[src/verilog/mem_access_pkg.sv]
`default_nettype none

package mem_access_pkg;

    //////////////////////////////
    // widths
    //////////////////////////////

    localparam int ADDR_W = 32;
    localparam int DATA_W = 32;
    // one strobe bit per byte lane
    localparam int STRB_W = DATA_W / 8;
    localparam int SIZE_W = 2;

    // byte address
    typedef logic [ADDR_W-1:0] addr_t;

    // full data word, as the bus moves it
    typedef logic [DATA_W-1:0] word_t;

    typedef logic [STRB_W-1:0] strb_t;

    typedef logic [SIZE_W-1:0] size_t;

    //////////////////////////////
    // access size encoding
    //////////////////////////////

    // same values as the bus size field
    localparam size_t SIZE_BYTE = 2'd0;
    localparam size_t SIZE_HALF = 2'd1;
    localparam size_t SIZE_WORD = 2'd2;

    //////////////////////////////
    // controller FSM
    //////////////////////////////

    // idle, address phase, waiting for load data
    typedef enum logic [1:0] {
        ST_IDLE      = 2'd0,
        ST_REQ       = 2'd1,
        ST_WAIT_DATA = 2'd2
    } dma_state_t;

endpackage

`default_nettype wire
[src/verilog/mem_access_unit.sv]
`timescale 1ns/1ps
`default_nettype none

module mem_access_unit (
    input  wire                        clk,
    input  wire                        rstn,

    // pipeline request
    input  wire                        req_valid,
    input  wire                        req_write,
    input  wire mem_access_pkg::size_t req_size,
    input  wire                        req_unsigned,
    input  wire mem_access_pkg::addr_t req_addr,
    input  wire mem_access_pkg::word_t req_wdata,
    output logic                       req_ready,

    // pipeline response
    output logic                       resp_valid,
    output mem_access_pkg::word_t      resp_rdata,
    output logic                       resp_misaligned,

    // memory bus
    output logic                       mem_req,
    output logic                       mem_wr,
    output mem_access_pkg::size_t      mem_size,
    output mem_access_pkg::addr_t      mem_addr,
    output mem_access_pkg::word_t      mem_wdata,
    output mem_access_pkg::strb_t      mem_wstrb,
    input  wire                        mem_addr_ok,
    input  wire                        mem_data_ok,
    input  wire mem_access_pkg::word_t mem_rdata
);

    logic misaligned;

    // request fields go straight to the bus
    assign mem_wr   = req_write;
    assign mem_size = req_size;
    assign mem_addr = req_addr;

    assign resp_misaligned = misaligned;

    //////////////////////////////
    // datapath
    //////////////////////////////

    store_formatter u_store_formatter (
        .req_size   (req_size),
        .req_addr   (req_addr),
        .req_wdata  (req_wdata),
        .misaligned (misaligned),
        .mem_wstrb  (mem_wstrb),
        .mem_wdata  (mem_wdata)
    );

    // request fields are held stable until the response
    load_aligner u_load_aligner (
        .req_size     (req_size),
        .req_unsigned (req_unsigned),
        .req_addr     (req_addr),
        .mem_rdata    (mem_rdata),
        .resp_rdata   (resp_rdata)
    );

    //////////////////////////////
    // control
    //////////////////////////////

    dcache_dma u_dcache_dma (
        .clk         (clk),
        .rstn        (rstn),
        .req_valid   (req_valid),
        .req_write   (req_write),
        .misaligned  (misaligned),
        .req_ready   (req_ready),
        .resp_valid  (resp_valid),
        .mem_req     (mem_req),
        .mem_addr_ok (mem_addr_ok),
        .mem_data_ok (mem_data_ok)
    );

endmodule

`default_nettype wire

[src/verilog/dcache_dma.sv]
`timescale 1ns/1ps
`default_nettype none

module dcache_dma (
    input  wire  clk,
    input  wire  rstn,

    // pipeline handshake
    input  wire  req_valid,
    input  wire  req_write,
    input  wire  misaligned,
    output logic req_ready,
    output logic resp_valid,

    // memory handshake
    output logic mem_req,
    input  wire  mem_addr_ok,
    input  wire  mem_data_ok
);

    mem_access_pkg::dma_state_t state;
    mem_access_pkg::dma_state_t next_state;
    logic                       start;
    logic                       done;

    // aligned request seen in idle goes to the bus
    assign start = req_valid & ~misaligned;

    //////////////////////////////
    // state register
    //////////////////////////////

    always_ff @(posedge clk or negedge rstn) begin
        if (!rstn) begin
            state <= mem_access_pkg::ST_IDLE;
        end else begin
            state <= next_state;
        end
    end

    //////////////////////////////
    // next state
    //////////////////////////////

    always_comb begin
        next_state = state;
        case (state)
            mem_access_pkg::ST_IDLE: begin
                // addr_ok can already come in the cycle mem_req rises
                if (start) begin
                    if (!mem_addr_ok) begin
                        next_state = mem_access_pkg::ST_REQ;
                    end else if (req_write) begin
                        next_state = mem_access_pkg::ST_IDLE;
                    end else begin
                        next_state = mem_access_pkg::ST_WAIT_DATA;
                    end
                end
            end
            mem_access_pkg::ST_REQ: begin
                if (mem_addr_ok) begin
                    // store ends at address accept
                    if (req_write) begin
                        next_state = mem_access_pkg::ST_IDLE;
                    end else begin
                        next_state = mem_access_pkg::ST_WAIT_DATA;
                    end
                end
            end
            mem_access_pkg::ST_WAIT_DATA: begin
                if (mem_data_ok) begin
                    next_state = mem_access_pkg::ST_IDLE;
                end
            end
            default: begin
                next_state = mem_access_pkg::ST_IDLE;
            end
        endcase
    end

    // access finishes when the FSM lands back in idle
    assign done = (next_state == mem_access_pkg::ST_IDLE);

    //////////////////////////////
    // outputs
    //////////////////////////////

    always_comb begin
        mem_req    = 1'b0;
        req_ready  = 1'b0;
        resp_valid = 1'b0;
        case (state)
            mem_access_pkg::ST_IDLE: begin
                mem_req   = start;
                // also high with no request pending
                req_ready = done;
                // covers misaligned and zero-wait stores
                resp_valid = req_valid & done;
            end
            mem_access_pkg::ST_REQ: begin
                mem_req    = 1'b1;
                req_ready  = done;
                resp_valid = done;
            end
            mem_access_pkg::ST_WAIT_DATA: begin
                req_ready  = done;
                resp_valid = done;
            end
            default: begin
                mem_req = 1'b0;
            end
        endcase
    end

endmodule

`default_nettype wire

[src/verilog/load_aligner.sv]
`timescale 1ns/1ps
`default_nettype none

module load_aligner (
    input  wire mem_access_pkg::size_t req_size,
    input  wire                        req_unsigned,
    input  wire mem_access_pkg::addr_t req_addr,
    input  wire mem_access_pkg::word_t mem_rdata,
    output mem_access_pkg::word_t      resp_rdata
);

    logic [1:0]             lane;
    mem_access_pkg::word_t  shifted;
    logic [7:0]             byte_val;
    logic [15:0]            half_val;
    logic                   byte_sign;
    logic                   half_sign;

    assign lane = req_addr[1:0];

    //////////////////////////////
    // lane extraction
    //////////////////////////////

    // move the addressed lane down to bit 0
    always_comb begin
        case (req_size)
            mem_access_pkg::SIZE_BYTE: begin
                shifted = mem_rdata >> {lane, 3'b000};
            end
            mem_access_pkg::SIZE_HALF: begin
                shifted = mem_rdata >> {lane[1], 4'b0000};
            end
            default: begin
                shifted = mem_rdata;
            end
        endcase
    end

    assign byte_val = shifted[7:0];
    assign half_val = shifted[15:0];

    // no sign fill for unsigned loads
    assign byte_sign = byte_val[7] & ~req_unsigned;
    assign half_sign = half_val[15] & ~req_unsigned;

    //////////////////////////////
    // extension
    //////////////////////////////

    always_comb begin
        case (req_size)
            mem_access_pkg::SIZE_BYTE: begin
                resp_rdata = {{24{byte_sign}}, byte_val};
            end
            mem_access_pkg::SIZE_HALF: begin
                resp_rdata = {{16{half_sign}}, half_val};
            end
            default: begin
                // word loads come back untouched
                resp_rdata = shifted;
            end
        endcase
    end

endmodule

`default_nettype wire

[src/verilog/store_formatter.sv]
`timescale 1ns/1ps
`default_nettype none

module store_formatter (
    input  wire mem_access_pkg::size_t req_size,
    input  wire mem_access_pkg::addr_t req_addr,
    input  wire mem_access_pkg::word_t req_wdata,
    output logic                       misaligned,
    output mem_access_pkg::strb_t      mem_wstrb,
    output mem_access_pkg::word_t      mem_wdata
);

    logic [1:0] lane;

    assign lane = req_addr[1:0];

    //////////////////////////////
    // alignment check
    //////////////////////////////

    always_comb begin
        case (req_size)
            mem_access_pkg::SIZE_BYTE: begin
                misaligned = 1'b0;
            end
            mem_access_pkg::SIZE_HALF: begin
                misaligned = lane[0];
            end
            // word, and the unused code is handled like a word
            default: begin
                misaligned = (lane != 2'b00);
            end
        endcase
    end

    //////////////////////////////
    // strobe and lane placement
    //////////////////////////////

    // data is replicated, so the strobe alone picks the lanes
    always_comb begin
        case (req_size)
            mem_access_pkg::SIZE_BYTE: begin
                mem_wstrb = mem_access_pkg::strb_t'(4'b0001 << lane);
                mem_wdata = {4{req_wdata[7:0]}};
            end
            mem_access_pkg::SIZE_HALF: begin
                // upper or lower half by address bit 1
                mem_wstrb = lane[1] ? 4'b1100 : 4'b0011;
                mem_wdata = {2{req_wdata[15:0]}};
            end
            default: begin
                mem_wstrb = 4'b1111;
                mem_wdata = req_wdata;
            end
        endcase
    end

endmodule

`default_nettype wire

[config.mk]
export PLATFORM = sky130hd
export DESIGN_NAME = mem_access_unit
export DESIGN_NICKNAME = d
export VERILOG_FILES = /design/src/verilog/mem_access_pkg.sv /design/src/verilog/mem_access_unit.sv /design/src/verilog/dcache_dma.sv /design/src/verilog/load_aligner.sv /design/src/verilog/store_formatter.sv
export SDC_FILE = /design/constraint.sdc
export NUM_CORES = 1
export LEC_CHECK = 0
export BUFFER_PORTS_ARGS = -buffer_cell sky130_fd_sc_hd__buf_4
export CAP_MARGIN = 20
export CORE_AREA = 3 3 82 84
export CTS_CLUSTER_SIZE = 20
export DETAILED_ROUTE_END_ITERATION = 6
export DIE_AREA = 0 0 85 87
export PLACE_DENSITY = 0.77
export SYNTH_ARGS = -nofsm -noshare
export SYNTH_HDL_FRONTEND = slang
export SYNTH_SLANG_ARGS = --single-unit
[constraint.sdc]
create_clock -name clk -period 2.8 [get_ports clk]
set_input_delay 0 -clock clk [delete_from_list [all_inputs] [get_ports clk]]
set_output_delay 0 -clock clk [all_outputs]
set_load 0.01 [all_outputs]
==> metrics.md <==
| Metric | Value |
|---|---|
| DR WL/cell | 16.00 um |
| Final hold vios | 0 |
| Largest net degree at the start of global routing | 64 |
| Most used cell, CP | inv_1 |
| CP max-delay cell | dfrtp_1 |
| H-tree levels | 1 |
| Clock slew at reported path FFs | 30 ps |
| Final std cells w/o fill | 404 |
| Synth Register Bits | 2 |
| Area of the die | 0.007395 sq mm |
| P per Cell Area | 323.6 mW/mm^2 |
| Worst setup EP type | output port |
| Post-Syn Area per Cell | 7.394 sq um |
| Final Cycle Share | 65.02% |
| RD Place Congestion | 0.8619 |
| I/O pin total | 212 |
| Vias in the first global route | 2020 |
| Ant. Diodes | 0 |
| Top-area cell type share of the netlist area | 19.69% |
| Mean number of vias per cell | 4.963 |
| Grt ovf | 0 |
| Worst vdd ir | 0.1626 mV |
| Asr flop ratio synth | 100.0% |
| DRT iter0 DRCs | 83 |
| Critical path buffers and inverters | 3 |
| Largest registers | u_dcache_dma.state (2) |
| Placed Cells | 400 |
| Biggest register | u_dcache_dma.state |
| CP arrival | 1820 ps |
| Sequential fraction of the synthesis area | 2.918% |
| Core Rows | 28 |
| GRT Util Overall | 16.06% |
| Worst Slack Setup Final | 979.5 ps |
| Outcome | complete, no violations |
| Die Span Y | 87 um |
| Antenna violations before repair | 0 |
| DP HPWL | 5.296 mm |
| Clock buffer depth | 2 |
| Synth-to-Final Area Change | 49.60% |
| Total wire length | 6.462 mm |
| Pwr Total | 830.4 uW |
| Port bufs | 151 |
| Synthesized area | 0.001715 sq mm |
| Yosys cell types | 40 |
| Residual DRC | 0 |
| Ys flop type | dfrtp_1 |
| Relative slew slack | 38.62% |
| Share of cells above drive strength 1 | 58.36% |
| CTS buffer count | 3 |
| Pre-CTS setup slack | 1059 ps |
| Slew @ Worst Pin | 920.7 ps |
| Post-Syn Instances | 232 |
| Leakage | 0.001389 uW |
| Setup crit start kind | flip-flop |
| Number of max-cap violations | 0 |
| Worst Hold Slack | 0.003267 ps |
| Required time worst endpoint | 2800 ps |
| Endpoints failing setup | 0 |
| RSZ-0062 raised after global routing | false |
| Post-synth EDFFs | 0 |
| Via count | 2005 |
| CP top delay family | compound AO/OA/AOI/OAI gates |
| Crit path cell chain | inv_1 > ha_1 > inv_1 > o22ai_1 > or2_1 > a2111oi_2 > buf_4 |
| DIE WIDTH | 85 um |
| Max FFs per register | 2 |
| Starting Density | 28.63% |
| Clk_skew | 0.5447 ps |
| CTS tree | done |
| Peak Freq | 0.5493 GHz |
| Worst path max stage delay | 370 ps |
| Pre-Repair DR Iteration Count | 4 |
| First-pass GRT wire length | 9.894 mm |
| Synth area leaders | buf_4 20%, mux2_2 11%, mux2i_1 9.3%, nand2_1 8.3%, nand3_2 5.8% |
| Slew Limit Fails | 0 |
| Crit path max fanout | 4 |
| Clk sinks | 2 |
| Routed Antenna Nets | 0 |
| Largest area contributor in the netlist | buf_4 |
| Fin Setup TNS | 0 ps |
| Core area | 0.005991 sq mm |
| Syn Nets | 341 |
| Worst min path class | primary input to output port |
| Minimum clock period | 1820 ps |
| Clock Latency Late Sink | 210 ps |
| Final nets | 440 |
| CTS Root Cell | clkbuf_8 |
| Synthesis Warnings | 0 |
| Crit path kind | flip-flop to output port |
repair_timing:
item                      4_1_cts  5_1_grt
hold endpoints to repair        2        0
hold buffers                    1        0
resized for setup               0        0
setup buffers                   0        0
where the power goes:
group          internal, uW  switching (uW)  total (uW)  leakage [uW]
Sequential             41.0            12.3        53.4     0.0000266
Combinational           345             321         665       0.00134
Clock                  90.7            20.9         112     0.0000216
worst paths after layout:
kind / slack [ps] / cells after the start / endpoint / start
worst max-delay path: 980 / 7 / resp_valid / u_dcache_dma.state[1]
worst min-delay path: 0.003 / 0 / mem_addr[28] / req_addr[28]
worst max register to register: 1390 / 5 / u_dcache_dma.state[1] / u_dcache_dma.state[0]
worst min register to register: 600 / 2 / u_dcache_dma.state[1] / u_dcache_dma.state[1]
max in group asynchronous: 2590 / 2 / u_dcache_dma.state[1] / rstn
min in group asynchronous: 120 / 2 / u_dcache_dma.state[0] / rstn
metrics by stage:
stage / util, % / instance area [sq um]
2_1_floorplan: - / 1715
3_3_place_gp: 41.98 / 2515
3_5_place_dp: 41.98 / 2515
4_1_cts: 42.84 / 2566
5_1_grt: 42.84 / 2566
6_report: 42.84 / 2566
cell usage in the layout (no fill, tap or decap), types with 3 or more instances in the layout:
master    Yosys  layout
mux2i_1      16      16
nand2b_1      3       3
clkbuf_8      0       3
mux2_2       16      16
a21oi_1       4       4
nor2b_1       7       7
nand3_2      10      10
a221oi_1      7       7
o22ai_1       8       8
nand3_1       6       6
nor2_1        4       4
a22oi_1       9       9
nand2_1      38      38
buf_4        45     151
ha_1          4       4
o21ai_0      10      10
inv_1         7       7
synthesized netlist by cell type, types with 6 or more instances:
| cell | number |
|---|---|
| nor2b_1 | 7 |
| mux2_2 | 16 |
| nand2_1 | 38 |
| o22ai_1 | 8 |
| a221oi_1 | 7 |
| inv_1 | 7 |
| o21ai_0 | 10 |
| a22oi_1 | 9 |
| mux2i_1 | 16 |
| buf_2 | 6 |
| nand3_1 | 6 |
| buf_4 | 45 |
| nand3_2 | 10 |
metal layers:
metal / global-route usage, % / wire length (um) / up-vias / part of all wire [%]
met3: 3.122 / 538 / 17 / 8.3
li1: - / - / 976 / -
met4: 5.180 / 128 / 0 / 2.0
met2: 28.39 / 3177 / 112 / 49
met5: 0 / 0 / - / 0
met1: 19.47 / 2617 / 900 / 40
logic make-up (layout without fill, tap and decap cells):
group | Yosys count | after routing | synth area share [%]
adder cells (fa/ha/maj) | 4 | 4 | 2.918
AO/OA/AOI/OAI | 51 | 51 | 23.27
buffers and inverters | 67 | 164 | 26.91
AND/OR/NAND/NOR | 76 | 76 | 24.14
multiplexers | 32 | 32 | 19.84
flip-flops | 2 | 2 | 2.918
cell type report:
cell class                 count  area (sq um)
sequential                     2         50.05
inverter                       9         33.78
timing repair buffer         152          1144
fill                         622          3425
multi-input combinational    163          1204
clock buffer                   3         41.29
tap                           75         93.84
Power figures use the tool's default switching activity.
